### src/source/mips_tail_defines.svh
`ifndef MIPS_TAIL_DEFINES_SVH
`define MIPS_TAIL_DEFINES_SVH

// word address width of the data sram
`define MT_SRAM_AW 10

// cp0 cause codes for address errors
`define MT_EXC_ADEL 5'd4 // load side
`define MT_EXC_ADES 5'd5 // store side

// pc shown on the trace port before the first retirement
`define MT_RESET_PC 32'hbfc0_0000

`endif
### src/source/mips_tail_pkg.sv
`include "mips_tail_defines.svh"

package mips_tail_pkg;

    // memory access kind carried down from execute
    typedef enum logic [3:0] {
        mem_none = 4'd0,
        mem_lb   = 4'd1,
        mem_lbu  = 4'd2,
        mem_lh   = 4'd3,
        mem_lhu  = 4'd4,
        mem_lw   = 4'd5,
        mem_sb   = 4'd6,
        mem_sh   = 4'd7,
        mem_sw   = 4'd8
    } mem_op_t;

    // execute to memory stage
    typedef struct packed {
        logic [31:0] pc;
        mem_op_t     op;
        logic        gr_we;      // writes a gpr
        logic [4:0]  dest;
        logic [31:0] alu_result; // address for loads and stores
        logic [31:0] store_data; // rt value, unshifted
        logic        ex;
        logic [4:0]  excode;
    } es_to_ms_t;

    // memory stage to write-back
    typedef struct packed {
        logic [31:0] pc;
        logic        ex;
        logic [4:0]  excode;
        logic        gr_we;
        logic [4:0]  dest;
        logic [31:0] final_result;
        logic [31:0] badvaddr; // faulting address on adel / ades
    } ms_to_ws_t;

    typedef struct packed {
        logic        we;
        logic [4:0]  waddr;
        logic [31:0] wdata;
    } rf_write_t;

    // bypass value for decode, dest of zero means nothing to forward
    typedef struct packed {
        logic [4:0]  dest;
        logic [31:0] result;
    } fwd_t;

    // retirement trace
    typedef struct packed {
        logic [31:0] pc;
        logic [3:0]  rf_wen;
        logic [4:0]  rf_wnum;
        logic [31:0] rf_wdata;
        logic        ex;
        logic [4:0]  excode;
    } commit_t;

    typedef struct packed {
        logic                   en;
        logic [3:0]             wen;  // byte lanes, zero for a read
        logic [`MT_SRAM_AW-1:0] addr; // word address
        logic [31:0]            wdata;
    } sram_req_t;

endpackage

### src/source/reg_file.sv
module reg_file (
    input  logic                     clk,
    input  logic                     reset,
    input  mips_tail_pkg::rf_write_t wr,
    input  logic [4:0]               raddr1,
    input  logic [4:0]               raddr2,
    output logic [31:0]              rdata1,
    output logic [31:0]              rdata2
);

    logic [31:0][31:0] regs;

    always_ff @(posedge clk) begin
        if (reset) begin
            regs <= '0;
        end else if (wr.we && (wr.waddr != 5'd0)) begin
            regs[wr.waddr] <= wr.wdata; // r0 never written
        end
    end

    // combinational reads, no write bypass
    assign rdata1 = (raddr1 == 5'd0) ? 32'b0 : regs[raddr1];
    assign rdata2 = (raddr2 == 5'd0) ? 32'b0 : regs[raddr2];

endmodule

### config.mk
export PLATFORM = sky130hd
export DESIGN_NAME = reg_file
export DESIGN_NICKNAME = d
export VERILOG_FILES = /design/src/source/mips_tail_pkg.sv /design/src/source/reg_file.sv
export VERILOG_INCLUDE_DIRS = /design/src /design/src/source
export SDC_FILE = /design/constraint.sdc
export NUM_CORES = 2
export LEC_CHECK = 0
export CAP_MARGIN = 15
export CORE_ASPECT_RATIO = 0.6
export CORE_MARGIN = 5
export CORE_UTILIZATION = 58
export DETAILED_ROUTE_END_ITERATION = 10
export DONT_BUFFER_PORTS = 1
export PLACE_DENSITY = 0.72
export SYNTH_ARGS = -nofsm -noshare
export SYNTH_HDL_FRONTEND = slang
export SYNTH_SLANG_ARGS = --single-unit
### constraint.sdc
create_clock -name clk -period 3 [get_ports clk]
set_input_delay 0.3 -clock clk [delete_from_list [all_inputs] [get_ports clk]]
set_output_delay 0.3 -clock clk [all_outputs]
set_load 0.005 [all_outputs]
== Yosys cells after proc, flatten, opt, wreduce, memory -nomap -nowiden ==
Index checks and enable logic that the tools add are counted.
Word-level totals
  bits in registers: 1024
  bits of input ports: 50
  output and inout port bits: 64
Operators by class
  magnitude comparators: 4
  multiplexer cells: 9
  reductions and logical operators: 5
Operators with widths (number)
  $bwmux 1024: 1
  $bmux 32 s5: 2
  $demux 32 s5: 1
  $mux 32: 5
  $lt 5x6->1 const B: 3
  $logic_not 5->1: 2
  $ge 5x1->1 const B: 1
  $reduce_bool 5->1: 1
  $logic_and 1x1->1: 2

== Depth between registers and ports, before layout ==
  word-level depth: 5
  mapped depth: 9
  depth with buffers taken out: 4

== Worst setup path before layout ==
No wires, ideal clock.
  kind: input-to-output
  start point: in raddr2[1]
  end point: out rdata2[0]
  arrival time: 1.890 ns
  required time: 2.700 ns
  path slack: 0.810 ns
  cell stages on the path: 7
  path buffers: 3
  cells stage by stage: buf_6 -> buf_4 -> buf_2 -> mux4_2 -> mux2_2 -> o22ai_1 -> nor3_1
Between the ends
  cells in the longest elaborated chain, start to end: 3
RTL lines
  start, declared: RTL line reg_file.sv:6  | input logic [4:0] raddr2,
  $bmux 32 s5: RTL line reg_file.sv:23  | assign rdata2 = (raddr2 == 5'd0) ? 32'b0 : regs[raddr2];
  $mux 32 (not written as such): RTL line reg_file.sv:23
  $mux 32 *: RTL line reg_file.sv:23
  end, declared: RTL line reg_file.sv:8  | output logic [31:0] rdata2
Mark *: on every way between the ends. The rest lies on a longest branch, timed or not. The select of a mux whose other input is x is not followed.

== Worst setup path after layout ==
  start point: in raddr1[2]
  end point: out rdata1[1]
Between the ends
  cells in the longest elaborated chain, start to end: 3
RTL lines
  start, declared: RTL line reg_file.sv:5  | input logic [4:0] raddr1,
  $bmux 32 s5: RTL line reg_file.sv:22  | assign rdata1 = (raddr1 == 5'd0) ? 32'b0 : regs[raddr1];
  $mux 32 (not written as such): RTL line reg_file.sv:22
  $mux 32 *: RTL line reg_file.sv:22
  end, declared: RTL line reg_file.sv:7  | output logic [31:0] rdata1,
Marks and branches as above.

==> flow_summary.yaml <==
run_status:
  status: "finished, violations left"
  violations: "design-rule violations, negative setup slack"
sta:
  final_hold_viol_count: 0
  slew_headroom_pct: 8.72
  hold_ws_ns: 0.111
  max_freq_ghz: 0.321
  finalCritPeriodShare_pct: 104
  layout_setup_ws_ns: -0.111
  slew_violations: 0
  fin_skew_ns: 0
  tightest_slew_ns: 1.37
  finalSetupViolations: 3
  min_period_ns: 3.11
floorplanning:
  die_h_um: 241
  num_rows: 84
  core_area_um2: 87900
  start_util_pct: 58.6
  die_x_um: 395
  die_area_um2: 95000
  ios: 114
grt:
  antenna_found_initial: 3
  grt_pass1_vias: 52300
  grt_pass1_wl_um: 311000
  grt_max_degree: 867
  grt-ovfl-total: 0
  track_usage_pct: 42.4
setup_path:
  crit_fanout: 157
  worstSetupStartpointType: "primary input"
  cp.arrival_ns: 2.81
  cp-startpoint: "raddr1[2]"
  endpoint_kind: "primary output"
  critical_path_required_ns: 2.70
  critPathKind: "in -> out"
  r2r_start: "regs[686]"
drt:
  routed_wl_um: 207000
  dr.pass1.iters: 11
  vias_per_cell: 6.82
  drc: 2
  final_antenna_net_count: 0
  wire_per_inst_um: 26.8
  drtIter0Drc: 9090
  vias: 52700
power:
  switching_power_uw: 6980
  intPower_uw: 22600
  pwr-share-comb_pct: 6.8
  pwr-share-seq_pct: 46.5
  p_leak_uw: 0.0246
  power.density_nw_per_um2: 451
  p_clk_share_pct: 46.7
  peakVddDrop_mv: 0.443
  p_sw_share_pct: 23.6
synthesis:
  syn-num-nets: 5934
  yosysTopAreaCell: "dfxtp_1"
  syn-instance-count: 5884
  synth_commonest_cells: "nand2_1, a21oi_1, dfxtp_1, clkbuf_1, mux4_2"
  syn_avg_cell_area_um2: 8.75
  synth-edff-count: 0
  post_synth_num_cell_types: 44
  synth_area_um2: 51500
  synth_async_sr_flop_share_pct: 0
  yosys-top-cells-area: "dfxtp_1, mux4_2, nand2_1"
  seq_area_frac_synth_pct: 39.8
  synth_top_cell_area_share_pct: 39.8
  synth_most_common_cell: "nand2_1"
  synth-seq-cells: 1024
  synthFlopType: "dfxtp_1"
  yosys_warnings: 0
clocking:
  htreeDepth: 3
  cts_setup_buffers: 0
  cts_tree: "built"
  cts_root_buffer: "clkbuf_16"
  cts.sinks: 1024
  cts.path.max_buffers: 3
  clkLatencyLatePin_ns: 0.70
  path_clk_slew_ns: 0.06
  numCtsBuffers: 95
layout:
  final_nets: 6534
  largestRegisters: "regs (1024)"
  fin_util_pct: 74.7
  layout-drive-gt1-share_pct: 13.7
  register_area_um2: 20500
  largest_reg_flops: 1024
  n_fill_cell: 5987
  final_cell_area_um2: 65600
  multi_input_area_um2: 28800
  top_register: "regs"
  syn2layout_area_growth_pct: 27.5
placement:
  gp_congestion: 0.922
  io_buffers: 0
  dp_hpwl_um: 105000
  dpl-instance-area_um2: 52100
worst_hold_path:
  min-delay-start: "wr[32]"
  hold_class: "in -> reg"
run:
  drv_cap: 0
[per-layer routing]
metal / vias up / share of wire [%] / global-route usage [%]
li1: 21700 / - / -
met1: 25200 / 35 / 54.7
met2: 4691 / 42 / 62.6
met3: 1054 / 16 / 14.6
met4: 2 / 6.5 / 24.2
met5: - / 0.0034 / 0
[layout by cell type (no fill, tap or decap), drive strengths merged, types with 25 or more instances in the layout]
cell type and n:
o221ai 25, dlygate4sd3 928, and2 33, dfxtp 1024, buf 196, mux2 38, nand2 2022, mux4 414
a21oi 1028, a22oi 64, nor3 46, a211oi 46, a2111oi 25, nor2b 70, clkbuf 138, mux2i 247
a22o 48, o22ai 45
[power groups by stage]
stage	registers [uW]	clock network [uW]	logic [uW]
after CTS	13800	13700	1900
final	13800	13800	2030
after global placement	14100	0	1330
after global routing	13800	14300	2050
after floorplan	14000	0	1550
after detailed placement	14100	0	1350
[critical path, stage by stage]
cell      delay (ns)
or3b_2          0.82
buf_4           0.32
o221ai_1        0.22
a211oi_1        0.11
nor3_1          0.65
buf_4           0.24
[cells by family after synthesis]
| logic type | synth area share, % |
|---|---|
| simple gates | 17.2 |
| compound gates | 14.2 |
| flops | 39.8 |
| mux | 23.7 |
| buf+inv | 5.01 |
[per-stage QoR]
step	setup WS (ns)	instances	power, uW	TNS [ns]
finish	-0.111	7727	29600	-0.145
detailed placement	-0.0512	6587	15400	-0.0512
global route	-0.0550	7723	30100	-0.0900
CTS	0.00959	7723	29300	0
global placement	-0.112	6587	15400	-0.112
floorplan	0.810	5884	15600	0
[final cells by class]
type	instances	share of cell area (%)
multi-input cells	4238	43.9
flip-flops and latches	1024	31.2
repair buffers	1124	17.4
clock buffers	138	4.26
well taps	1161	2.21
clock inverters	37	0.997
diodes	4	0.0152
inverters	1	0.00572
[worst paths after layout]
path	endpoint	slack, ns	cells past startpoint
hold / removal	regs[904]	0.11	4
hold reg to reg	regs[293]	0.47	2
setup reg to reg	regs[686]	1.63	3
setup / recovery	rdata1[1]	-0.11	6
[timing repair]
action	4_1_cts	5_1_grt
hold buffers	961	0
gates resized for setup	19	12
endpoints found under the hold margin	1024	0
endpoints found under the setup margin	13	9
(Power assumes the default switching activity.)
