--- config.mk ---
export PLATFORM = sky130hd
export DESIGN_NAME = pipe_ctrl
export DESIGN_NICKNAME = d
export VERILOG_FILES = /design/src/source/pipe_ctrl.sv
export SDC_FILE = /design/constraint.sdc
export NUM_CORES = 1
export LEC_CHECK = 0
export BUFFER_PORTS_ARGS = -buffer_cell sky130_fd_sc_hd__buf_2
export CAP_MARGIN = 20
export CORE_AREA = 5 5 42 44
export CTS_BUF_LIST = sky130_fd_sc_hd__clkbuf_8
export DETAILED_ROUTE_END_ITERATION = 12
export DIE_AREA = 0 0 47 49
export RECOVER_POWER = 100
export SLEW_MARGIN = 20
export SYNTH_ARGS = -nofsm -noshare
export SYNTH_HDL_FRONTEND = slang
export SYNTH_SLANG_ARGS = --single-unit
--- constraint.sdc ---
create_clock -name clk -period 1.33 [get_ports clk]
set_input_delay 0.0665 -clock clk [delete_from_list [all_inputs] [get_ports clk]]
set_output_delay 0.0665 -clock clk [all_outputs]
set_load 0.01 [all_outputs]
--- src/source/pipe_ctrl.sv ---
module pipe_ctrl (
    input  logic clk,
    input  logic reset,
    input  logic es_to_ms_valid,
    input  logic commit_hold,
    output logic ms_allowin,
    output logic ms_load,
    output logic ws_load,
    output logic ms_valid,
    output logic ws_valid,
    output logic commit_valid
);

    logic ms_ready_go;
    logic ms_to_ws_valid;
    logic ws_ready_go;
    logic ws_allowin;

    // ready_go / allowin chain, back to front
    assign ws_ready_go = !commit_hold;              // retirement stalls on hold
    assign ws_allowin  = !ws_valid || ws_ready_go;
    assign ms_ready_go = 1'b1;                      // sram read is fixed latency
    assign ms_allowin  = !ms_valid || (ms_ready_go && ws_allowin);

    assign ms_to_ws_valid = ms_valid && ms_ready_go;

    // load enables for the datapath registers
    assign ms_load = es_to_ms_valid && ms_allowin;
    assign ws_load = ms_to_ws_valid && ws_allowin;

    assign commit_valid = ws_valid && ws_ready_go;

    always_ff @(posedge clk) begin
        if (reset) begin
            ms_valid <= 1'b0;
        end else if (ms_allowin) begin
            ms_valid <= es_to_ms_valid; // drains when execute has nothing
        end
    end

    always_ff @(posedge clk) begin
        if (reset) begin
            ws_valid <= 1'b0;
        end else if (ws_allowin) begin
            ws_valid <= ms_to_ws_valid;
        end
    end

endmodule

Word level (Yosys, flattened, before mapping)
Cells that the tools add are included.
{"block": "classes", "reduce_logical": 8}
{"cell": "1-bit logical AND", "count": 3}
{"cell": "1-bit zero test", "count": 3}
{"cell": "1-bit logical OR", "count": 2}
{"block": "word_totals", "regBits": 2, "in_bits": 4}

Longest topological paths before layout
Gate-level depths: netlist (run 1).
{"block": "depth", "ltp_word": 4, "ltp_mapped": 2, "mapped_depth_nobuf": 2}

Worst setup path after synthesis (run 1)
Ideal clock, no wire load.
{"block": "synth_path", "kind": "register to output", "start": "register ws_valid", "end": "output port ms_load", "arrival_ps": 751, "t_required_ps": 1263, "setup_slack_ps": 513, "path_stages_with_launch": 3, "path_buffers": 0, "path_cell_list": "dfxtp_1 > nand3_2 > and2_1"}
{"block": "synth_between", "elab_chain_cells": 4}
{"element": "start, declared", "line_no": "10", "text": "output logic ws_valid,"}
{"element": "start signal, assigned", "line_no": "45", "text": "ws_valid <= ms_to_ws_valid;"}
{"element": "1-bit zero test", "line_no": "21", "text": "assign ws_allowin = !ws_valid || ws_ready_go;"}
{"element": "1-bit logical OR", "line_no": "21"}
{"element": "1-bit logical OR", "line_no": "23", "text": "assign ms_allowin = !ms_valid || (ms_ready_go && ws_allowin);"}
{"element": "via ms_allowin", "line_no": "6", "text": "output logic ms_allowin,"}
{"element": "1-bit logical AND", "line_no": "28", "text": "assign ms_load = es_to_ms_valid && ms_allowin;"}
{"element": "end, declared", "line_no": "7", "text": "output logic ms_load,"}
The timed path passes the listed nets, and every way through them passes these cells.

Worst setup path after layout (run 1)
{"block": "layout_path", "start": "register ws_valid", "end": "output port ms_load"}
{"block": "layout_between", "elab_chain_cells": 4}
{"element": "1-bit zero test", "line_no": "21"}
{"element": "1-bit logical OR", "line_no": "21"}
{"element": "1-bit logical OR", "line_no": "23"}
{"element": "1-bit logical AND", "line_no": "28"}
Every way passes these cells.

==> results of run 1 <==
## final cells by class
type	count	area, sq um	share of cell area, %
multi-input cells	7	41.29	22.30
flip-flops and latches	2	40.04	21.62
inverters	1	3.754	2.027
clock buffers	3	41.29	22.30
well taps	16	20.02	10.81
repair buffers	9	38.79	20.95
## power by group through the flow
stage	combinational, mW	clock [mW]	sequential [mW]
floorplan	0.00985	0	0.0698
global placement	0.0260	0	0.0685
detailed placement	0.0264	0	0.0689
CTS	0.0266	0.243	0.0681
global route	0.0272	0.253	0.0686
finish	0.0240	0.235	0.0676
## kinds of logic after synthesis
kind of cell	count (synthesis)	share of synthesized area [%]
buffers and inverters	1	4.163
and+or+nand+nor	4	31.95
DFF	2	44.45
AOI/OAI and AO/OA	3	19.45
## critical path, cell delays in order (launching register included)
cell and delay [ps]:
dfxtp_1 370, nand3_1 130, and2_0 170, buf_2 130
## flip-flops by register name (all words and copies together), names as in the netlist
name      count
ws_valid      1
ms_valid      1
## Yosys cell counts
cell type	count	area [sq um]
a21boi_0	1	7.510
nand3_2	1	10.01
and2_1	1	6.260
and2b_2	1	8.760
a21oi_1	2	10.01
inv_1	1	3.750
nor2_1	1	3.750
dfxtp_1	2	40.04
## worst max path at each step
stage / from / end / cells after the start
final: ws_valid / ms_load / 3
after floorplan: ws_valid / ms_load / 2
after global routing: ws_valid / ms_load / 3
after detailed placement: ws_valid / ms_load / 3
after global placement: ws_valid / ms_load / 3
after CTS: ws_valid / ms_load / 3
## routing by layer
layer	routed length [microns]	vias to the layer above	track usage, %
li1	-	58	-
met1	163	47	4.605
met2	87	10	1.810
met3	42	0	2.214
met4	0	0	4.147
met5	0	-	0
## stage by stage
stage / power (mW) / setup slack (ps)
floorplan: 0.07964 / 513.0
global placement: 0.09452 / 502.8
detailed placement: 0.09530 / 484.3
CTS: 0.3379 / 259.4
global route: 0.3485 / 137.6
finish: 0.3263 / 247.3
==> results.ini, run 1 <==
[timing]
min_period_over_period_pct=81.40
fin_crit_ps=1083
hold_ws_ps=28.58
setup_viol=0
relSlewSlack_pct=90.69
fin_setup_tns_ps=0
grt_setup_unrepaired=no
fmax_ghz=0.9236
fin_skew_ps=0.6262
tightest_slew_ps=138.5
finalHoldViolations=0
slew_viol_final=0

[placement]
gp_congestion=0.6179
postPlaceCellArea_sq_um=155.1
portBuffers=9
place_inst=35

[floorplan]
io_pins=10
start_util_pct=6.429
dieHeight_microns=49
rows=14
coreArea_sq_um=1401
die_w_microns=47
die_area_sq_um=2303

[cells_and_area]
final_common_cell=clkbuf_1
stdcell_count=38
fin_nets=28
syn2layout_area_growth_pct=105.6
nFillCells=176
drive_gt1_share_pct=36.36
mostFrequentLayoutCells=clkbuf_1, buf_2, clkbuf_8, a21oi_1, dfxtp_1
design_area_sq_um=185.2
utilization_pct=13.21
n_antenna_cell=0

[setup_path]
endpoint_kind=primary output
worst-r2r-cell-count=2
start_kind=flip-flop
worstSetupPathType=flip-flop to primary output
rrSetupSlack_ps=600
worstReg2RegEnd=ms_valid
critical_path.max_fanout=5
cp_data_arrival_time_ps=1020
r2r_start=ws_valid
worstPathRequired_ps=1260

[clock_tree]
clock-sinks=2
postCtsSetupBuffers=0
tritoncts=yes
clockBufferDepth=2
ctsHoldBuffers=0
cts-resized-gates=0
cts_made_buffers=3
insertion_delay_ps=210
h-tree-depth=1
clk_pin_slew_ps=30
root_buffer=clkbuf_8

[yosys]
synth_area_sq_um=90.09
synthCells=10
synthDistinctLibCells=8
synth.net_count=14
ys_seq_elements=2
syn_area_per_cell_sq_um=9.009
seq_area_frac_synth_pct=44.44
yosys_warnings=0

[route]
detail-route-antenna-nets=0
drtPass1Iterations=1
wl_per_cell_microns=7.711
via_count=115
drc=0
wl_microns=293
vias_per_cell=3.026
drt_iter0_drc=0

[worst_hold_path]
min_from=reset
hp-class=primary input to flip-flop
hold_depth=2
holdPathEnd=ms_valid

[power]
power_per_cell_area_nw_per_um2=1762
p_comb_share_pct=7.3
power.switching_mw=0.06027
peakVddDrop_v=0.0003899
clkPwrFrac_pct=71.9
intPower_mw=0.2660
power_frac_seq_pct=20.7
power_leakage_nw=0.08009
switching_share_pct=18.47

[grt]
gr-total-overflow=0
antenna_found_initial=0
grt_pass1_wl_microns=441
grt_pass1_vias=110
grt_max_degree=6
grtUsageTotal_pct=3.096

[status]
status=finished clean

[job]
drv_cap=0

Power figures use the tool's default switching activity.
==> inputs of run 2 (changes only) <==
Clock period 1.33 ns to 1 ns, I/O delays scaled along.
==> run 2 against run 1 <==
  * Non-clock buffer count stayed put
  * Cell area grew 16%
  * Total power rose by 35%
  * Die area unchanged
  * Sequential cell count stayed put
  * Sequential share of layout area rose by 0.47 points
==> results.ini, run 2 (synthesis gave the netlist of run 1 again) <==
[clock_tree]
clock-sinks=2
clockBufferDepth=2
insertion_delay_ps=210
ctsHoldBuffers=0
root_buffer=clkbuf_8
clk_pin_slew_ps=30
cts_made_buffers=3
postCtsSetupBuffers=0
tritoncts=yes
h-tree-depth=1

[route]
wl_microns=295
drt_iter0_drc=0
detail-route-antenna-nets=0
vias_per_cell=3.105
drtPass1Iterations=1
drc=0
via_count=118
wl_per_cell_microns=7.763

[timing]
layout_setup_ws_ps=39.40
setup_viol=0
tightest_slew_ps=147.6
slew_viol_final=0
fin_setup_tns_ps=0
hold_ws_ps=2.156
fmax_ghz=1.041
grt_setup_unrepaired=no
finalHoldViolations=0
fin_skew_ps=0.3397
relSlewSlack_pct=90.20
min_period_over_period_pct=96.06
fin_crit_ps=960.6

[placement]
portBuffers=9
place_inst=35
gp_congestion=0.6179
post-place-ws_ps=170.8

[setup_path]
rrSetupSlack_ps=350
critical_path.max_fanout=4
start_kind=flip-flop
worstSetupPathType=flip-flop to primary output
endpoint_kind=primary output
cp_data_arrival_time_ps=910
slowest_delay_ps=360
critPathSlowestCell=dfxtp_4
cp_cell_sequence=nand3_4, and2_4, buf_6
worstPathRequired_ps=950

[power]
peakVddDrop_v=0.0005607
power_leakage_nw=0.09083
power_per_cell_area_nw_per_um2=2047

[cells_and_area]
nFillCells=172
mostFrequentLayoutCells=clkbuf_1, clkbuf_8, buf_2, a21oi_1, dfxtp_4
fin_nets=28
stdcell_count=38
syn2layout_area_growth_pct=138.9
utilization_pct=15.36
drive_gt1_share_pct=59.09
n_antenna_cell=0
largestRegisters=ms_valid: 1 flops, ws_valid: 1 flops
final_common_cell=clkbuf_1

[grt]
grtUsageTotal_pct=3.096
antenna_found_initial=0
grt_max_degree=6
grt_pass1_wl_microns=441
gr-total-overflow=0
grt_pass1_vias=110

[floorplan]
dieHeight_microns=49
rows=14
die_w_microns=47
io_pins=10
start_util_pct=6.429
coreArea_sq_um=1401
die_area_sq_um=2303

[status]
status=finished clean

[job]
drv_cap=0

[worst_hold_path]
hp-class=primary input to flip-flop

## run 2: path summary, 6_finish.rpt
path,start,end,cells past startpoint
worst max-delay path,ms_valid,ms_load,3
worst min-delay path,reset,ws_valid,2
worst max register to register,ms_valid,ms_valid,2
worst min register to register,ms_valid,ws_valid,2
## run 2: final cells by class
class	count	area (sq um)	share of cell area, %
Clock buffer	3	41.29	19.19
Multi-Input combinational cell	7	56.30	26.16
Tap cell	16	20.02	9.302
Timing Repair Buffer	9	46.29	21.51
Inverter	1	3.754	1.744
Sequential cell	2	47.55	22.09
## run 2: critical path, delay by kind of cell, from the launching register on
family	cells	cell delay, ps
and+or+nand+nor	2	240
DFF	1	360
buffers and inverters	1	110
## run 2: what timing repair did
action,4_1_cts,5_1_grt
gates resized for setup,2,6
setup endpoints to repair,1,2
pin swaps,0,0
## run 2: power by group
| group | internal, mW | switching (mW) |
|---|---|---|
| Combinational | 0.0207 | 0.0192 |
| Sequential | 0.0833 | 0.00723 |
| Clock | 0.254 | 0.0562 |
| Total | 0.358 | 0.0827 |
## run 2: per-layer routing
| layer | track usage [%] | routed length (microns) |
|---|---|---|
| met3 | 2.214 | 52 |
| met5 | 0 | 0 |
| met1 | 4.605 | 149 |
| met2 | 1.810 | 93 |
| met4 | 4.147 | 0 |
## run 2: per-stage QoR
step                area, sq um  total power, mW
floorplan                 90.09           0.1059
global placement          155.1           0.1257
detailed placement        155.1           0.1268
CTS                       198.9           0.4505
global route              215.2           0.4695
finish                    215.2           0.4404
