[src/source/mips_tail_defines.svh]
`ifndef MIPS_TAIL_DEFINES_SVH
`define MIPS_TAIL_DEFINES_SVH

// word address width of the data sram
`define MT_SRAM_AW 10

// cp0 cause codes for address errors
`define MT_EXC_ADEL 5'd4 // load side
`define MT_EXC_ADES 5'd5 // store side

// pc shown on the trace port before the first retirement
`define MT_RESET_PC 32'hbfc0_0000

`endif
[src/source/mips_tail_pkg.sv]
`include "mips_tail_defines.svh"

package mips_tail_pkg;

    // memory access kind carried down from execute
    typedef enum logic [3:0] {
        mem_none = 4'd0,
        mem_lb   = 4'd1,
        mem_lbu  = 4'd2,
        mem_lh   = 4'd3,
        mem_lhu  = 4'd4,
        mem_lw   = 4'd5,
        mem_sb   = 4'd6,
        mem_sh   = 4'd7,
        mem_sw   = 4'd8
    } mem_op_t;

    // execute to memory stage
    typedef struct packed {
        logic [31:0] pc;
        mem_op_t     op;
        logic        gr_we;      // writes a gpr
        logic [4:0]  dest;
        logic [31:0] alu_result; // address for loads and stores
        logic [31:0] store_data; // rt value, unshifted
        logic        ex;
        logic [4:0]  excode;
    } es_to_ms_t;

    // memory stage to write-back
    typedef struct packed {
        logic [31:0] pc;
        logic        ex;
        logic [4:0]  excode;
        logic        gr_we;
        logic [4:0]  dest;
        logic [31:0] final_result;
        logic [31:0] badvaddr; // faulting address on adel / ades
    } ms_to_ws_t;

    typedef struct packed {
        logic        we;
        logic [4:0]  waddr;
        logic [31:0] wdata;
    } rf_write_t;

    // bypass value for decode, dest of zero means nothing to forward
    typedef struct packed {
        logic [4:0]  dest;
        logic [31:0] result;
    } fwd_t;

    // retirement trace
    typedef struct packed {
        logic [31:0] pc;
        logic [3:0]  rf_wen;
        logic [4:0]  rf_wnum;
        logic [31:0] rf_wdata;
        logic        ex;
        logic [4:0]  excode;
    } commit_t;

    typedef struct packed {
        logic                   en;
        logic [3:0]             wen;  // byte lanes, zero for a read
        logic [`MT_SRAM_AW-1:0] addr; // word address
        logic [31:0]            wdata;
    } sram_req_t;

endpackage

[src/source/mem_stage.sv]
`include "mips_tail_defines.svh"

module mem_stage (
    input  logic                     clk,
    input  logic                     reset,
    input  logic                     ms_load,
    input  logic                     ms_valid,
    input  mips_tail_pkg::es_to_ms_t in_bus,
    output mips_tail_pkg::sram_req_t sram_req,
    input  logic [31:0]              sram_rdata,
    output mips_tail_pkg::ms_to_ws_t out_bus,
    output mips_tail_pkg::fwd_t      fwd
);

    import mips_tail_pkg::*;

    logic        is_load;
    logic        is_store;
    logic        addr_bad;
    logic        adel;
    logic        ades;
    logic [1:0]  lo;
    es_to_ms_t   bus_next;
    logic [31:0] badvaddr_next;

    es_to_ms_t   bus_r;
    logic [31:0] badvaddr_r;
    logic        rd_pend;     // sram rdata lands this cycle
    logic [31:0] rdata_hold;
    logic [31:0] load_word;
    logic [7:0]  ld_byte;
    logic [15:0] ld_half;
    logic [31:0] final_result;

    // address check on the incoming instruction
    always_comb begin
        lo       = in_bus.alu_result[1:0];
        is_load  = in_bus.op inside {mem_lb, mem_lbu, mem_lh, mem_lhu, mem_lw};
        is_store = in_bus.op inside {mem_sb, mem_sh, mem_sw};
        case (in_bus.op)
            mem_lh, mem_lhu, mem_sh: addr_bad = lo[0];
            mem_lw, mem_sw:          addr_bad = (lo != 2'b00);
            default:                 addr_bad = 1'b0;
        endcase
        // an upstream exception keeps its own code
        adel = is_load && addr_bad && !in_bus.ex;
        ades = is_store && addr_bad && !in_bus.ex;

        bus_next = in_bus;
        if (adel) begin
            bus_next.ex     = 1'b1;
            bus_next.excode = `MT_EXC_ADEL;
        end else if (ades) begin
            bus_next.ex     = 1'b1;
            bus_next.excode = `MT_EXC_ADES;
        end
        badvaddr_next = (adel || ades) ? in_bus.alu_result : 32'b0;
    end

    // sram request, issued in the acceptance cycle
    always_comb begin
        sram_req.en    = ms_load && (is_load || is_store) && !bus_next.ex;
        sram_req.addr  = in_bus.alu_result[`MT_SRAM_AW+1:2];
        sram_req.wen   = 4'b0000;
        sram_req.wdata = in_bus.store_data;
        case (in_bus.op)
            mem_sb: begin
                sram_req.wen   = 4'b0001 << lo;                 // one lane
                sram_req.wdata = {4{in_bus.store_data[7:0]}};  // byte on every lane
            end
            mem_sh: begin
                sram_req.wen   = lo[1] ? 4'b1100 : 4'b0011;
                sram_req.wdata = {2{in_bus.store_data[15:0]}};
            end
            mem_sw: begin
                sram_req.wen = 4'b1111;
            end
            default: begin
                sram_req.wen = 4'b0000; // loads and plain ops
            end
        endcase
        if (!sram_req.en) begin
            sram_req.wen = 4'b0000; // faulting store leaves memory alone
        end
    end

    always_ff @(posedge clk) begin
        if (ms_load) begin
            bus_r      <= bus_next;
            badvaddr_r <= badvaddr_next;
        end
    end

    always_ff @(posedge clk) begin
        if (reset) begin
            rd_pend <= 1'b0;
        end else begin
            rd_pend <= ms_load;
        end
    end

    // keeps load data while ms is stalled
    always_ff @(posedge clk) begin
        if (rd_pend) begin
            rdata_hold <= sram_rdata;
        end
    end

    assign load_word = rd_pend ? sram_rdata : rdata_hold;

    // lane select and extension
    always_comb begin
        ld_byte = load_word[{bus_r.alu_result[1:0], 3'b000} +: 8];
        ld_half = load_word[{bus_r.alu_result[1], 4'b0000} +: 16];
        case (bus_r.op)
            mem_lb:  final_result = {{24{ld_byte[7]}}, ld_byte};
            mem_lbu: final_result = {24'b0, ld_byte};
            mem_lh:  final_result = {{16{ld_half[15]}}, ld_half};
            mem_lhu: final_result = {16'b0, ld_half};
            mem_lw:  final_result = load_word;
            default: final_result = bus_r.alu_result; // alu ops pass through
        endcase
    end

    assign out_bus.pc           = bus_r.pc;
    assign out_bus.ex           = bus_r.ex;
    assign out_bus.excode       = bus_r.excode;
    assign out_bus.gr_we        = bus_r.gr_we;
    assign out_bus.dest         = bus_r.dest;
    assign out_bus.final_result = final_result;
    assign out_bus.badvaddr     = badvaddr_r;

    // bypass only what will really be written
    assign fwd.dest   = (ms_valid && bus_r.gr_we && !bus_r.ex) ? bus_r.dest : 5'd0;
    assign fwd.result = final_result;

endmodule

[config.mk]
export PLATFORM = sky130hd
export DESIGN_NAME = mem_stage
export DESIGN_NICKNAME = d
export VERILOG_FILES = /design/src/source/mips_tail_pkg.sv /design/src/source/mem_stage.sv
export VERILOG_INCLUDE_DIRS = /design/src /design/src/source
export SDC_FILE = /design/constraint.sdc
export NUM_CORES = 1
export LEC_CHECK = 0
export ABC_CLOCK_PERIOD_IN_PS = 2600
export BUFFER_PORTS_ARGS = -buffer_cell sky130_fd_sc_hd__buf_2
export CELL_PAD_IN_SITES_DETAIL_PLACEMENT = 0
export CELL_PAD_IN_SITES_GLOBAL_PLACEMENT = 1
export CORE_MARGIN = 5
export CORE_UTILIZATION = 35
export DETAILED_ROUTE_END_ITERATION = 7
export MAX_ROUTING_LAYER = met4
export PLACE_DENSITY = 0.86
export SLEW_MARGIN = 20
export SYNTH_ARGS = -nofsm -noshare
export SYNTH_HDL_FRONTEND = slang
export SYNTH_SLANG_ARGS = --single-unit
[constraint.sdc]
create_clock -name clk -period 2.6 [get_ports clk]
set_input_delay 0.52 -clock clk [delete_from_list [all_inputs] [get_ports clk]]
set_output_delay 0.52 -clock clk [all_outputs]
set_load 0.01 [all_outputs]
* Word level (Yosys, flattened, before mapping)
Cells that the tools add are included. Widths: inputs -> output; s select.
Operators by class: muxes and demuxes 10, shifts and indexed selects 3, reduce and logical (&&, ||, !) cells 19, equality and inequality tests 13
Operators by type and width (count):
- $pmux 32 s5 | 1
- $pmux 32 s2 | 1
- $mux 32 | 1
- $shiftx 32x6->16 | 1
- $shiftx 32x6->8 | 1
- $eq 4x3->1 const B | 6
- $eq 4x2->1 const B | 4
- $mux 6 | 2
- $pmux 4 s3 | 1
- $eq 4x1->1 const B | 2
- $logic_and 1x1->1 | 8
- $mux 4 | 2
- $mux 5 | 1
- $reduce_bool 5->1 | 1
- $eq 4x4->1 const B | 1
- $reduce_or 2->1 | 2
- $shl 1x2->4 const A | 1
- $logic_not 1->1 | 3
- $reduce_bool 3->1 | 1
- $reduce_or 3->1 | 1
- $logic_or 1x1->1 | 2
- $pmux 1 s2 | 1
- $reduce_bool 2->1 | 1
Storage, ports and cells: word-level logic and storage cells 56, output and inout bits 192, register bits after elaboration 145, bits of input ports 148

* Logic depth before layout (Yosys ltp)
depth after elaboration 10, gate-level depth with buffers 8, gate-level depth less buffers 5

* Worst setup path before layout
No wires, ideal clock.
kind reg-to-output, start register bus_r[77] (netlist name), end output out_bus[38] (netlist name), data required time 2.080 ns, cell stages (with the launch flop) 8, path buffers 3, arrival 2.022 ns, path slack 0.058 ns, cell sequence edfxtp_1 > buf_6 > xnor2_1 > or3_1 > buf_2 > or4_1 > a21oi_1 > buf_4
RTL lines:
- from (decl) | RTL line mem_stage.sv:26 | es_to_ms_t bus_r;
- from (signal assigned) | RTL line mem_stage.sv:89 | bus_r <= bus_next;
- to (decl) | RTL line mem_stage.sv:11 | output mips_tail_pkg::ms_to_ws_t out_bus,

==> metrics.yaml <==
synth_top_cell_by_area: "edfxtp_1"
ys_seq_area_share_pct: 57.2
relSlewSlack_pct: 57.9
syn_avg_cell_area_um2: 12.1
cts_root_buf: "clkbuf_16"
pre_cts_slack_ns: 0.00920
clk_pin_slew_ns: 0.06
core-area_mm2: 0.0197
antenna_left: 0
layout.nets: 1029
synth_top_family_by_area: "buffers and inverters"
routed_wl_um: 23400
cp_max_fo: 6
synth_mux_area_share_pct: 10.5
fmax_mhz: 347
synth_cells: 580
clkLatencyLatePin_ns: 0.42
crit_arrival_ns: 2.37
ys_types: 50
clock_path_buffers: 2
grt_use_total_pct: 18.9
met1_length_um: 9000
violations: "negative setup slack"
cts.htree.levels: 4
fin_crit_sh_pct: 111
cap_violations: 0
ir_drop_v: 0.000440
drt-pass1-iter-count: 5
synth_flop_cell: "edfxtp_1"
top_layer: "met4"
netlist.area_leader.share_pct: 47.8
worst-path-stages: 9
worst_pin_slew_ns: 0.632
maxSlewViolCount: 0
path_buf_inv: 4
rows: 51
grt_pass1_wl_um: 33100
wl_per_cell_um: 20.2
die-area_mm2: 0.0231
yosysWarnings: 0
final_cells: 1162
crit_path_max_incr_delay_ns: 0.41
cp_slowest_cell: "edfxtp_1"
die_h_um: 152
syn_to_final_growth_pct: 45.2
grt_max_degree: 114
p_leak_uw: 0.00439
synth-seq-cells: 145
power_uw: 6950
setup_slack_ns: -0.285
synth_edf_count: 112
outcome: "finished with violations"
grt_overflow_total: 0
vias: 5722
whs_path_depth: 2
dp_hpwl_um: 16500
regArea_mm2: 0.00403
finClkSkew_ns: 0.00716
synth_simple_gate_area_share_pct: 10.7
setup_viol: 64
synthXorXnorAreaFrac_pct: 0.124
drive_above_1_share_pct: 62.2
syn_area_mm2: 0.00704
drc: 0
hold_class: "input port to flop"
met2RoutedLength_um: 12000
power_density_mw_per_mm2: 680
die_x_um: 152
synthArstFlopShare_pct: 0
synth-compound-area-share_pct: 9.17
cp_common_cell: "buf_4"
dp.cells: 1100
whs_ns: 0.253
num-fill-cells: 1680
cts_sinks: 145
final_area_mm2: 0.0102
synth_commonest_cells: "edfxtp_1, buf_4, a21oi_1, mux2_2"
cts_tree: "built"
synthAdderAreaFrac_pct: 0
synth_nets: 728
cp-start-kind: "flop"
start_util_pct: 35.8
synth.area.top_cells: "edfxtp_1, buf_4, dfxtp_1, mux2_2, and2_1"
placed_area_mm2: 0.00859
cp_cell_sequence: "buf_6 > xnor2_1 > or3_4 > buf_4 > nor3_4 > a221oi_2 > buf_4 > a21oi_4 > buf_2"
cts-buffers-inserted: 17
ff2ff_path_depth: 5
critPathKind: "flop to primary output"
first_global_vias: 5825
via_per_inst: 4.92
io_pins: 340
min_period_ns: 2.89
port_buffers: 339
grt_antenna_before_repair: 3
gp_congestion: 0.940
drtIter0Drc: 338
rsz0062_at_grt: "yes"
crit_path_end_kind: "primary output"
crit_family: "buffers and inverters"
final_hold_viol_count: 0
synth_most_common_cell: "edfxtp_1"
wl_met3_um: 1560
multi_input_area_mm2: 0.00267
required_ns: 2.08
==> flip-flops by register name (all words and copies together) (netlist names) <==
signal / count
out_bus: 44
bus_r: 36
rd_pend: 1
badvaddr_r: 32
rdata_hold: 32
==> layer usage <==
metal	up-vias	global-route usage, %
met5	-	-
met4	0	7.83
met3	57	4.12
met2	301	31.9
met1	2744	22.0
li1	2620	-
==> area by class of cell <==
class | instances | share of cell area (%)
Tap cell | 265 | 3.24
Sequential cell | 145 | 39.4
Multi-Input combinational cell | 305 | 26.2
Clock buffer | 18 | 4.20
Antenna cell | 3 | 0.0734
Clock inverter | 14 | 1.53
Timing Repair Buffer | 405 | 25.1
Inverter | 7 | 0.257
==> layout by cell type (no fill, tap or decap), types with 4 or more instances in the layout <==
cell type / Yosys / routed
a21oi_1: 47 / 16
buf_6: 1 / 39
nor2_1: 39 / 38
a22oi_1: 9 / 5
and2_1: 39 / 38
nor2b_1: 9 / 8
nand2b_1: 4 / 4
mux2_4: 0 / 12
o22ai_2: 0 / 4
a221oi_2: 0 / 4
nand2_1: 20 / 19
nand3b_1: 5 / 5
edfxtp_1: 112 / 112
inv_1: 7 / 7
o22a_1: 4 / 4
buf_2: 12 / 309
mux2_2: 47 / 35
buf_12: 0 / 9
a21oi_4: 1 / 21
mux4_2: 4 / 4
mux2i_1: 12 / 12
o21ai_0: 12 / 11
a22oi_2: 0 / 4
nand3_1: 6 / 6
clkbuf_16: 0 / 19
a21oi_2: 1 / 12
buf_4: 96 / 45
dfxtp_1: 33 / 32
==> per-stage QoR <==
stage	util, %	TNS [ns]
global placement	43.7	0
floorplan	-	0
global route	52.0	-17.99
detailed placement	43.7	0
CTS	49.6	-12.13
finish	52.0	-12.08
==> timing repair <==
item / CTS / global route
cloned: 3 / 2
endpoints found under the setup margin: 64 / 64
pin swaps: 18 / 10
resized for setup: 84 / 71
hold buffers: 0 / 0
setup buffers: 14 / 13
==> power by group <==
group	switching, uW	internal [uW]
Clock	1020	1430
Combinational	900	801
Sequential	77.5	2720
==> worst paths after layout <==
check,from,end,slack [ns]
worst max-delay path,bus_r[77]$_DFFE_PP_,fwd[2],-0.29
worst min-delay path,reset,rd_pend$_SDFF_PP0_,0.25
worst max register to register,rd_pend$_SDFF_PP0_,rdata_hold[25]$_DFF_P_,1.32
worst min register to register,rdata_hold[10]$_DFF_P_,rdata_hold[10]$_DFF_P_,0.49
==> kinds of logic (layout without fill, tap and decap cells) <==
| group | count (synthesis) | in the layout |
|---|---|---|
| compound gates | 100 | 100 |
| xor+xnor | 1 | 1 |
| buf+inv | 130 | 444 |
| flops | 145 | 145 |
| mux | 63 | 63 |
| other cells | 0 | 3 |
| simple gates | 141 | 141 |
Power figures use the tool's default switching activity.
