===== src/source/mips_tail_defines.svh =====
`ifndef MIPS_TAIL_DEFINES_SVH
`define MIPS_TAIL_DEFINES_SVH

// word address width of the data sram
`define MT_SRAM_AW 10

// cp0 cause codes for address errors
`define MT_EXC_ADEL 5'd4 // load side
`define MT_EXC_ADES 5'd5 // store side

// pc shown on the trace port before the first retirement
`define MT_RESET_PC 32'hbfc0_0000

`endif

===== src/source/mips_tail_pkg.sv =====
`include "mips_tail_defines.svh"

package mips_tail_pkg;

    // memory access kind carried down from execute
    typedef enum logic [3:0] {
        mem_none = 4'd0,
        mem_lb   = 4'd1,
        mem_lbu  = 4'd2,
        mem_lh   = 4'd3,
        mem_lhu  = 4'd4,
        mem_lw   = 4'd5,
        mem_sb   = 4'd6,
        mem_sh   = 4'd7,
        mem_sw   = 4'd8
    } mem_op_t;

    // execute to memory stage
    typedef struct packed {
        logic [31:0] pc;
        mem_op_t     op;
        logic        gr_we;      // writes a gpr
        logic [4:0]  dest;
        logic [31:0] alu_result; // address for loads and stores
        logic [31:0] store_data; // rt value, unshifted
        logic        ex;
        logic [4:0]  excode;
    } es_to_ms_t;

    // memory stage to write-back
    typedef struct packed {
        logic [31:0] pc;
        logic        ex;
        logic [4:0]  excode;
        logic        gr_we;
        logic [4:0]  dest;
        logic [31:0] final_result;
        logic [31:0] badvaddr; // faulting address on adel / ades
    } ms_to_ws_t;

    typedef struct packed {
        logic        we;
        logic [4:0]  waddr;
        logic [31:0] wdata;
    } rf_write_t;

    // bypass value for decode, dest of zero means nothing to forward
    typedef struct packed {
        logic [4:0]  dest;
        logic [31:0] result;
    } fwd_t;

    // retirement trace
    typedef struct packed {
        logic [31:0] pc;
        logic [3:0]  rf_wen;
        logic [4:0]  rf_wnum;
        logic [31:0] rf_wdata;
        logic        ex;
        logic [4:0]  excode;
    } commit_t;

    typedef struct packed {
        logic                   en;
        logic [3:0]             wen;  // byte lanes, zero for a read
        logic [`MT_SRAM_AW-1:0] addr; // word address
        logic [31:0]            wdata;
    } sram_req_t;

endpackage


===== src/source/wb_stage.sv =====
`include "mips_tail_defines.svh"

module wb_stage (
    input  logic                     clk,
    input  logic                     reset,
    input  logic                     ws_load,
    input  logic                     ws_valid,
    input  logic                     commit_valid,
    input  mips_tail_pkg::ms_to_ws_t in_bus,
    output mips_tail_pkg::rf_write_t rf_write,
    output mips_tail_pkg::commit_t   commit,
    output mips_tail_pkg::fwd_t      fwd
);

    import mips_tail_pkg::*;

    ms_to_ws_t bus_r;
    logic      rf_we;

    // trace pc starts from the boot vector
    always_ff @(posedge clk) begin
        if (reset) begin
            bus_r <= '{pc: `MT_RESET_PC, default: '0};
        end else if (ws_load) begin
            bus_r <= in_bus;
        end
    end

    // excepting instructions never write the gprs
    assign rf_we = commit_valid && bus_r.gr_we && !bus_r.ex;

    assign rf_write.we    = rf_we;
    assign rf_write.waddr = bus_r.dest;
    assign rf_write.wdata = bus_r.final_result;

    // trace port, wen replicated per byte
    assign commit.pc       = bus_r.pc;
    assign commit.rf_wen   = {4{rf_we}};
    assign commit.rf_wnum  = bus_r.dest;
    assign commit.rf_wdata = bus_r.final_result;
    assign commit.ex       = bus_r.ex;
    assign commit.excode   = bus_r.excode;

    // held value still forwards under commit_hold
    assign fwd.dest   = (ws_valid && bus_r.gr_we && !bus_r.ex) ? bus_r.dest : 5'd0;
    assign fwd.result = bus_r.final_result;

endmodule


===== config.mk =====
export PLATFORM = sky130hd
export DESIGN_NAME = wb_stage
export DESIGN_NICKNAME = d
export VERILOG_FILES = /design/src/source/mips_tail_pkg.sv /design/src/source/wb_stage.sv
export VERILOG_INCLUDE_DIRS = /design/src /design/src/source
export SDC_FILE = /design/constraint.sdc
export NUM_CORES = 1
export LEC_CHECK = 0
export BUFFER_PORTS_ARGS = -buffer_cell sky130_fd_sc_hd__buf_2
export CORE_MARGIN = 8
export CORE_UTILIZATION = 42
export CTS_CLUSTER_DIAMETER = 150
export DETAILED_ROUTE_END_ITERATION = 6
export GPL_TIMING_DRIVEN = 0
export MAX_ROUTING_LAYER = met4
export PLACE_DENSITY = 0.91
export SYNTH_ARGS = -nofsm -noshare
export SYNTH_HDL_FRONTEND = slang
export SYNTH_SLANG_ARGS = --single-unit

===== constraint.sdc =====
create_clock -name clk -period 1.24 [get_ports clk]
set_input_delay 0.248 -clock clk [delete_from_list [all_inputs] [get_ports clk]]
set_output_delay 0.248 -clock clk [all_outputs]
set_load 0.02 [all_outputs]

# == Word level (Yosys, flattened, before mapping) ==
# Cells that the tools add are included.
# Widths: inputs -> output; s select.
# word_totals
romBits,0
mem_bits_rw,0
memories,0
latch_bits,0
output_inout_bits,154
ff_bits,76
# op_classes
n_mul,0
n_addsub,0
shift,0
n_lt_le_gt_ge,0
n_eq_ne,0
n_mux,1
div,0
n_reduce_logical,5
n_bitwise,0
# op_table
cell,n
$mux 5,1
$logic_and 1x1->1,4
$logic_not 1->1,1

# == Longest topological paths before layout ==
# Gate-level depths: netlist of run 1.
# depth
depth_word,3
mapped_depth,4
depth_no_buf,2

# == Least setup slack after synthesis of run 1 ==
# Ideal clock, no wire load.
# synth_path
path_type,register -> output
from,reg bus_r[69] in the netlist's numbering
to,out commit[43] in the netlist's numbering
arrival_ps,884
path_slack_ps,108
n_path_buf,1
path_stages_with_launch,4
cell_sequence,dfxtp_1 nor2b_1 and2_1 buf_4
# synth_between
elab_chain_cells,2
# synth_lines
item,line,source
"start, declared",wb_stage.sv:17,ms_to_ws_t bus_r;
"start signal, assigned",wb_stage.sv:25,bus_r <= in_bus;
$logic_and 1x1->1 (2 in series),wb_stage.sv:30,assign rf_we = commit_valid && bus_r.gr_we && !bus_r.ex;
"end, declared",wb_stage.sv:11,"output mips_tail_pkg::commit_t commit,"
# Every way passes these cells.

# == Worst setup path after layout of run 1 ==
# layout_path
from,reg bus_r[69] in the netlist's numbering
to,out rf_write[37] in the netlist's numbering
# layout_between
elab_chain_cells,2
# layout_lines
item,line,source
$logic_and 1x1->1 (2 in series),wb_stage.sv:30,
"end, declared",wb_stage.sv:10,"output mips_tail_pkg::rf_write_t rf_write,"
# Every way passes these cells.

==> flow_summary.html, run 1 <==
<table>
<tr><th>Metric</th><th>Value</th></tr>
<tr><th colspan="2">Outcome</th></tr>
<tr><td>Run status</td><td>finished with violations</td></tr>
<tr><td>Violated checks</td><td>setup timing</td></tr>
<tr><th colspan="2">Power</th></tr>
<tr><td>Worst-case vdd ir drop</td><td>0.6780 mV</td></tr>
<tr><td>Cell area power density</td><td>1100 nW/µm²</td></tr>
<tr><td>Final Total Pwr</td><td>6.480 mW</td></tr>
<tr><td>Leak</td><td>3.350 nW</td></tr>
<tr><th colspan="2">Synthesis</th></tr>
<tr><td>Cell with the most instances after synthesis</td><td>sky130_fd_sc_hd__buf_4</td></tr>
<tr><td>Synthesized netlist cell count</td><td>401</td></tr>
<tr><td>Synth area leader</td><td>sky130_fd_sc_hd__dfxtp_1</td></tr>
<tr><td>Count of unique library cells instantiated by Yosys</td><td>14</td></tr>
<tr><td>Top_reg_cell synth</td><td>sky130_fd_sc_hd__dfxtp_1</td></tr>
<tr><td>Post-synthesis instance area</td><td>3914 µm²</td></tr>
<tr><td>Cell types with the largest area share after synthesis</td><td>sky130_fd_sc_hd__dfxtp_1 39%, sky130_fd_sc_hd__buf_4 29%, sky130_fd_sc_hd__mux2i_1 17%, sky130_fd_sc_hd__nor2_1 6.4%, sky130_fd_sc_hd__buf_12 2.0%</td></tr>
<tr><td>Net count after synthesis</td><td>514</td></tr>
<tr><td>Register area share after synthesis</td><td>38.87%</td></tr>
<tr><td>Async SR Flop Fraction</td><td>0%</td></tr>
<tr><td>Count of flip-flops with a built-in enable after synthesis</td><td>0</td></tr>
<tr><td>Top-area cell type share of the netlist area</td><td>38.87%</td></tr>
<tr><td>Most frequent cells after synthesis</td><td>150 x sky130_fd_sc_hd__buf_4, 76 x sky130_fd_sc_hd__dfxtp_1, 67 x sky130_fd_sc_hd__mux2i_1, 67 x sky130_fd_sc_hd__nor2_1, 9 x sky130_fd_sc_hd__a211o_1</td></tr>
<tr><td>Average size of a mapped cell</td><td>9.760 µm²</td></tr>
<tr><td>Yosys warns</td><td>0</td></tr>
<tr><td>Number of storage elements in the synthesis netlist</td><td>76</td></tr>
<tr><th colspan="2">Floorplan</th></tr>
<tr><td>Area inside the core boundary</td><td>9153 µm²</td></tr>
<tr><td>Chip Width</td><td>112.5 µm</td></tr>
<tr><td>Height of the chip</td><td>112.5 µm</td></tr>
<tr><td>Initial cell density of the core</td><td>42.76%</td></tr>
<tr><td>Number of core rows</td><td>35</td></tr>
<tr><td>Die Footprint</td><td>12660 µm²</td></tr>
<tr><td>Num ports</td><td>267</td></tr>
<tr><th colspan="2">Route</th></tr>
<tr><td>Number of vias per cell</td><td>4.322</td></tr>
<tr><td>Final routed wire length divided by cell count</td><td>15.16 µm</td></tr>
<tr><td>DRT iter0 DRCs</td><td>103</td></tr>
<tr><td>Routed WL</td><td>11550 µm</td></tr>
<tr><td>Post-detailed-route DRC marker count</td><td>0</td></tr>
<tr><td>Post-route antenna net violation count</td><td>0</td></tr>
<tr><td>Routed vias</td><td>3293</td></tr>
<tr><td>Drt first pass iters</td><td>4</td></tr>
<tr><th colspan="2">STA</th></tr>
<tr><td>Setup WS post-layout</td><td>-296.9 ps</td></tr>
<tr><td>RSZ-0062 raised after global routing</td><td>yes</td></tr>
<tr><td>Shortest period the worst path allows</td><td>1537 ps</td></tr>
<tr><td>Endpoints failing hold</td><td>0</td></tr>
<tr><td>Worst-case clock skew</td><td>0 ps</td></tr>
<tr><td>Fin Setup TNS</td><td>-2631 ps</td></tr>
<tr><td>Transition time at the pin with the least slew margin</td><td>503.5 ps</td></tr>
<tr><td>Max transition margin</td><td>66.43%</td></tr>
<tr><td>Final count of pins violating max slew</td><td>0</td></tr>
<tr><td>Final worst-path cycle share</td><td>123.9%</td></tr>
<tr><td>Max Freq</td><td>0.6506 GHz</td></tr>
<tr><td>Setup violators final</td><td>10</td></tr>
<tr><th colspan="2">Finish</th></tr>
<tr><td>Final core utilization</td><td>64.37%</td></tr>
<tr><td>Nets@finish</td><td>759</td></tr>
<tr><td>Share of post-route cells with drive strength above 1</td><td>70.51%</td></tr>
<tr><td>Diode insertion count for antenna repair</td><td>0</td></tr>
<tr><td>Area growth from synthesis to layout</td><td>50.54%</td></tr>
<tr><td>Sequential cell area</td><td>1594 µm²</td></tr>
<tr><td>Number of filler instances in the final layout</td><td>691</td></tr>
<tr><td>Area of combinational cells with multiple inputs</td><td>1119 µm²</td></tr>
<tr><td>Final std cells w/o fill</td><td>762</td></tr>
<tr><th colspan="2">Worst setup path</th></tr>
<tr><td>Critical path capture point type</td><td>output port</td></tr>
<tr><td>Required time reported for the critical path endpoint</td><td>990 ps</td></tr>
<tr><td>Maximum fanout along the worst path</td><td>5</td></tr>
<tr><td>Data arrival time of the critical path</td><td>1290 ps</td></tr>
<tr><td>CP Class</td><td>reg -&gt; out</td></tr>
<tr><td>Crit start category</td><td>flop</td></tr>
<tr><th colspan="2">Clock network</th></tr>
<tr><td>CTS Hold Bufs</td><td>0</td></tr>
<tr><td>Clock slew at the register clock pins of the worst setup and hold paths</td><td>80 ps</td></tr>
<tr><td>TritonCTS clock tree</td><td>built</td></tr>
<tr><td>Num Clock Sinks</td><td>76</td></tr>
<tr><td>Clock tree root buffer cell</td><td>sky130_fd_sc_hd__clkbuf_8</td></tr>
<tr><td>Clock latency on the worst-skew pair</td><td>330 ps</td></tr>
<tr><td>Buffer levels on the longest clock path</td><td>2</td></tr>
<tr><td>H-tree depth</td><td>3</td></tr>
<tr><td>Total clock buffers created by CTS</td><td>9</td></tr>
<tr><th colspan="2">Global routing</th></tr>
<tr><td>Wire length of the first global-routing pass</td><td>16990 µm</td></tr>
<tr><td>Initial antenna violation count</td><td>0</td></tr>
<tr><td>Global-route congestion overflow total</td><td>0</td></tr>
<tr><td>Largest net degree at the start of global routing</td><td>13</td></tr>
<tr><td>Vias in the first global route</td><td>3461</td></tr>
<tr><td>Overall Global Routing Usage</td><td>16.94%</td></tr>
<tr><th colspan="2">Run</th></tr>
<tr><td>Number of maximum-capacitance violations</td><td>0</td></tr>
<tr><th colspan="2">Placement</th></tr>
<tr><td>Cell Count Post-Placement</td><td>745</td></tr>
<tr><td>Number of input and output port buffers inserted</td><td>233</td></tr>
<tr><td>Total half-perimeter wirelength after legalization and detailed placement</td><td>8883 µm</td></tr>
<tr><td>Final Wtd Congestion</td><td>0.7863</td></tr>
<tr><th colspan="2">Worst hold path</th></tr>
<tr><td>Worst min-delay path class</td><td>in -&gt; reg</td></tr>
</table>
==> sequential cells by signal (all words and copies together), names as in the netlist <==
signal,flops
bus_r,1
commit,75
==> layer usage <==
| layer | global-route usage (%) | vias to the layer above | share of wire [%] | wire length, µm |
|---|---|---|---|---|
| met3 | 4.885 | 10 | 5.0 | 581 |
| li1 | - | 1629 | - | - |
| met1 | 16.88 | 1529 | 40 | 4578 |
| met4 | 4.946 | 0 | 0.96 | 111 |
| met5 | - | - | 0 | 0 |
| met2 | 31.39 | 125 | 54 | 6279 |
==> report_power, final <==
group	internal [mW]	switching (mW)	total (mW)	leakage, nW
combinational	0.922	0.812	1.73	2.60
clock	1.14	0.883	2.02	0.105
sequential	2.60	0.122	2.73	0.645
==> cell type report <==
cell class,count,share of cell area [%]
sequential,76,27.05
multi-input combinational,159,18.98
timing repair buffer,234,26.01
tap,111,2.357
clock buffer,12,2.293
buffer,166,22.04
clock inverter,4,1.253
==> worst max-delay path: stages (launching register included) <==
cell and delay, ps:
sky130_fd_sc_hd__dfxtp_2 340, sky130_fd_sc_hd__nor2b_4 190, sky130_fd_sc_hd__and2_4 200, sky130_fd_sc_hd__buf_4 110
sky130_fd_sc_hd__buf_6 110
==> layout by cell type (no fill, tap or decap), types with 6 or more instances in the layout <==
cell type,netlist,layout
sky130_fd_sc_hd__buf_4,150,196
sky130_fd_sc_hd__buf_2,2,147
sky130_fd_sc_hd__mux2i_1,67,67
sky130_fd_sc_hd__nor2_1,67,67
sky130_fd_sc_hd__buf_6,4,45
sky130_fd_sc_hd__dfxtp_2,0,43
sky130_fd_sc_hd__dfxtp_1,76,28
sky130_fd_sc_hd__a211o_1,9,9
sky130_fd_sc_hd__clkbuf_8,0,9
sky130_fd_sc_hd__nor2b_1,8,7
sky130_fd_sc_hd__clkbuf_1,3,6
==> what timing repair did <==
| action | 4_1_cts | 5_1_grt |
|---|---|---|
| setup endpoints to repair | 105 | 99 |
| gates resized for setup | 57 | 133 |
| pin swaps | 1 | 1 |
| setup buffers | 0 | 1 |
==> through the flow <==
step                      worst slack [ps]  hold WS (ps)  area, µm²
after global placement              -95.90         455.5       5219
after CTS                           -273.3         106.7       5535
after global routing                -337.9         96.71       5892
final                               -296.9         116.9       5892
after detailed placement            -174.8         464.7       5219
after floorplan                      108.0         370.3       3914
==> cell families after synthesis <==
family / synth area share (%)
flops: 38.87
simple gates: 9.175
mux: 17.14
buf+inv: 32.80
compound gates: 2.014
==> final timing paths <==
check	startpoint	endpoint	slack, ps	depth (start not counted)
max	bus_r[69]	rf_write[37]	-300	4
min	in_bus[103]	commit[74]	120	2
max reg2reg	commit[72]	commit[72]	450	2
min reg2reg	commit[50]	commit[50]	490	2
Note: power is estimated with default switching activity, not from simulation.
==> inputs of run 2 (changes only) <==
- CORE_UTILIZATION: 42 -> 40
- PLACE_DENSITY: 0.91 -> 0.88
==> run 2 against run 1 <==
  * The run still ends with setup timing left
  * Combinational power decreased by 4%
  * First-iteration DRC count increased by 13%
  * Via count decreased by 0.64%
  * Sequential cell count unchanged
  * Global-route usage down 1.5 points
  * Cell count grew 2.6%
  * Sequential power barely moved
  * Critical path depth is the same
  * Clock power up 11%
  * Total power is 2.2% higher
  * Clock skew unchanged
  * Critical endpoint is now commit[46]
  * Largest cell class unchanged
==> flow_summary.html, run 2 (synthesis results as in run 1) <==
<table>
<tr><th>Metric</th><th>Value</th></tr>
<tr><th colspan="2">Global routing</th></tr>
<tr><td>Wire length of the first global-routing pass</td><td>16100 µm (-5.2%)</td></tr>
<tr><td>Overall Global Routing Usage</td><td>15.41% (-1.5 points)</td></tr>
<tr><td>Vias in the first global route</td><td>3411 (-1.4%)</td></tr>
<tr><td>Global-route congestion overflow total</td><td>0 (unchanged)</td></tr>
<tr><td>Initial antenna violation count</td><td>0 (unchanged)</td></tr>
<tr><td>Largest net degree at the start of global routing</td><td>13 (unchanged)</td></tr>
<tr><th colspan="2">Finish</th></tr>
<tr><td>Share of post-route cells with drive strength above 1</td><td>69.95% (-0.55 points)</td></tr>
<tr><td>Area of combinational cells with multiple inputs</td><td>1119 µm² (unchanged)</td></tr>
<tr><td>Nets@finish</td><td>758 (-0.13%)</td></tr>
<tr><td>Commonest cells after routing, fill and taps aside</td><td>182 x sky130_fd_sc_hd__buf_4, 178 x sky130_fd_sc_hd__buf_2, 67 x sky130_fd_sc_hd__mux2i_1, 67 x sky130_fd_sc_hd__nor2_1, 36 x sky130_fd_sc_hd__dfxtp_2</td></tr>
<tr><td>Area growth from synthesis to layout</td><td>48.27%</td></tr>
<tr><td>Diode insertion count for antenna repair</td><td>0 (unchanged)</td></tr>
<tr><td>Most common cell after layout, fill and taps aside</td><td>sky130_fd_sc_hd__buf_4</td></tr>
<tr><td>Final std cells w/o fill</td><td>782 (+2.6%)</td></tr>
<tr><td>Sequential cell area</td><td>1593 µm² (about the same)</td></tr>
<tr><td>Number of filler instances in the final layout</td><td>816 (+18%)</td></tr>
<tr><td>Max reg flops</td><td>75 (unchanged)</td></tr>
<tr><th colspan="2">Power</th></tr>
<tr><td>Leak</td><td>3.334 nW (-0.48%)</td></tr>
<tr><td>Cell area power density</td><td>1141 nW/µm² (+3.7%)</td></tr>
<tr><td>Worst-case vdd ir drop</td><td>0.6911 mV (+1.9%)</td></tr>
<tr><td>Final Total Pwr</td><td>6.622 mW (+2.2%)</td></tr>
<tr><th colspan="2">Route</th></tr>
<tr><td>DRT iter0 DRCs</td><td>116 (+13%)</td></tr>
<tr><td>Drt first pass iters</td><td>4 (unchanged)</td></tr>
<tr><td>Post-detailed-route DRC marker count</td><td>0 (unchanged)</td></tr>
<tr><td>Final routed wire length divided by cell count</td><td>14.13 µm (-6.8%)</td></tr>
<tr><td>Number of vias per cell</td><td>4.184 (-3.2%)</td></tr>
<tr><td>Post-route antenna net violation count</td><td>0 (unchanged)</td></tr>
<tr><td>Routed vias</td><td>3272 (-0.64%)</td></tr>
<tr><td>Routed WL</td><td>11050 µm (-4.3%)</td></tr>
<tr><th colspan="2">Clock network</th></tr>
<tr><td>Clock tree root buffer cell</td><td>sky130_fd_sc_hd__clkbuf_8</td></tr>
<tr><td>Num Clock Sinks</td><td>76 (unchanged)</td></tr>
<tr><td>Clock latency on the worst-skew pair</td><td>320 ps (about the same)</td></tr>
<tr><td>Buffer levels on the longest clock path</td><td>2 (unchanged)</td></tr>
<tr><td>CTS Hold Bufs</td><td>0 (unchanged)</td></tr>
<tr><td>Clock slew at the register clock pins of the worst setup and hold paths</td><td>70 ps (about the same)</td></tr>
<tr><td>TritonCTS clock tree</td><td>built</td></tr>
<tr><td>Total clock buffers created by CTS</td><td>9 (unchanged)</td></tr>
<tr><td>H-tree depth</td><td>3 (unchanged)</td></tr>
<tr><th colspan="2">Floorplan</th></tr>
<tr><td>Die Footprint</td><td>13210 µm² (+4.3%)</td></tr>
<tr><td>Num ports</td><td>267 (unchanged)</td></tr>
<tr><td>Chip Width</td><td>114.9 µm (+2.1%)</td></tr>
<tr><td>Initial cell density of the core</td><td>40.60% (-2.2 points)</td></tr>
<tr><td>Area inside the core boundary</td><td>9639 µm² (+5.3%)</td></tr>
<tr><td>Number of core rows</td><td>36 (+2.9%)</td></tr>
<tr><td>Height of the chip</td><td>114.9 µm (+2.1%)</td></tr>
<tr><th colspan="2">Worst setup path</th></tr>
<tr><td>FF-to-FF setup slack</td><td>450 ps (about the same)</td></tr>
<tr><td>CP Class</td><td>reg -&gt; out</td></tr>
<tr><td>Required time reported for the critical path endpoint</td><td>990 ps (about the same)</td></tr>
<tr><td>Maximum fanout along the worst path</td><td>6 (+1)</td></tr>
<tr><td>Critical-path cell list</td><td>nor2b_4, and2_4, buf_4, buf_6</td></tr>
<tr><td>Reg2reg path depth</td><td>2 (unchanged)</td></tr>
<tr><td>Data arrival time of the critical path</td><td>1260 ps (-30 ps)</td></tr>
<tr><td>Crit start category</td><td>flop</td></tr>
<tr><td>Crit path max-delay cell type</td><td>sky130_fd_sc_hd__dfxtp_2</td></tr>
<tr><td>Critical path capture point type</td><td>output port</td></tr>
<tr><td>Slowest Stage Delay on Critical Path</td><td>330 ps (about the same)</td></tr>
<tr><th colspan="2">STA</th></tr>
<tr><td>Worst-case clock skew</td><td>0 ps (unchanged)</td></tr>
<tr><td>Max transition margin</td><td>63.51% (-2.9 points)</td></tr>
<tr><td>Hold Worst Slack</td><td>122.2 ps (+5.323 ps)</td></tr>
<tr><td>Setup WS post-layout</td><td>-268.3 ps (+28.68 ps)</td></tr>
<tr><td>Final count of pins violating max slew</td><td>0 (unchanged)</td></tr>
<tr><td>Endpoints failing hold</td><td>0 (unchanged)</td></tr>
<tr><td>Shortest period the worst path allows</td><td>1508 ps (-28.68 ps)</td></tr>
<tr><td>RSZ-0062 raised after global routing</td><td>yes</td></tr>
<tr><td>Max Freq</td><td>0.6630 GHz (+1.9%)</td></tr>
<tr><td>Final worst-path cycle share</td><td>121.6% (-2.3 points)</td></tr>
<tr><td>Transition time at the pin with the least slew margin</td><td>547.4 ps (+43.86 ps)</td></tr>
<tr><td>Setup violators final</td><td>10 (unchanged)</td></tr>
<tr><th colspan="2">Placement</th></tr>
<tr><td>Total half-perimeter wirelength after legalization and detailed placement</td><td>8736 µm (-1.7%)</td></tr>
<tr><td>Cell Count Post-Placement</td><td>767 (+3.0%)</td></tr>
<tr><td>Number of input and output port buffers inserted</td><td>233 (unchanged)</td></tr>
<tr><td>Final Wtd Congestion</td><td>0.9051 (+15%)</td></tr>
<tr><th colspan="2">Worst hold path</th></tr>
<tr><td>Worst min-delay path class</td><td>in -&gt; reg</td></tr>
<tr><td>Hold depth</td><td>2 (unchanged)</td></tr>
<tr><th colspan="2">Outcome</th></tr>
<tr><td>Run status</td><td>finished with violations</td></tr>
<tr><td>Violated checks</td><td>setup timing</td></tr>
<tr><th colspan="2">Run</th></tr>
<tr><td>Number of maximum-capacitance violations</td><td>0 (unchanged)</td></tr>
</table>
[run 2: metrics by stage]
step / TNS, ps / area [µm²] / worst slack, ps / util (%)
after floorplan: 0 / 3914 / 108.0 / -
after global placement: -681.2 / 5246 / -139.3 / 54.43
after detailed placement: -820.3 / 5246 / -167.5 / 54.43
after CTS: -2123 / 5583 / -259.1 / 57.92
after global routing: -2737 / 5803 / -321.7 / 60.20
final: -2121 / 5803 / -268.3 / 60.20
[run 2: per-layer routing]
layer	vias to the layer above	share of wire (%)	GRT usage [%]
met5	-	0	-
met1	1498	38	14.98
met3	8	8.4	5.147
li1	1623	-	-
met2	143	53	28.99
met4	0	0.99	3.240
[run 2: final cells by class]
class	count	share of cell area, %
Sequential cell	76	27.45
Timing Repair Buffer	233	24.11
Buffer	166	22.19
Multi-Input combinational cell	159	19.28
Tap cell	133	2.868
Clock buffer	11	2.436
Clock inverter	4	1.682
[run 2: critical path: cells and delay by family, from the launching register on]
kind,cells,cell delay [ps]
flip-flops,1,330
buffers and inverters,2,220
AND/OR/NAND/NOR,2,380
[run 2: path summary, 6_finish.rpt]
kind	start	endpoint
setup / recovery	bus_r[69]	commit[46]
hold / removal	in_bus[105]	commit[76]
setup reg to reg	commit[72]	commit[72]
hold reg to reg	bus_r[69]	bus_r[69]
[run 2: what timing repair did]
| item | in CTS | in global routing |
|---|---|---|
| pin swaps | 1 | 1 |
| setup endpoints to repair | 107 | 71 |
| buffers inserted | 0 | 0 |
| resized for setup | 53 | 86 |
| hold endpoints to repair | 0 | 0 |
[run 2: power by group]
part	total, mW	leakage [nW]	switching (mW)	internal (mW)
registers	2.72	0.646	0.116	2.60
logic	1.66	2.57	0.796	0.869
clock network	2.24	0.116	0.859	1.38
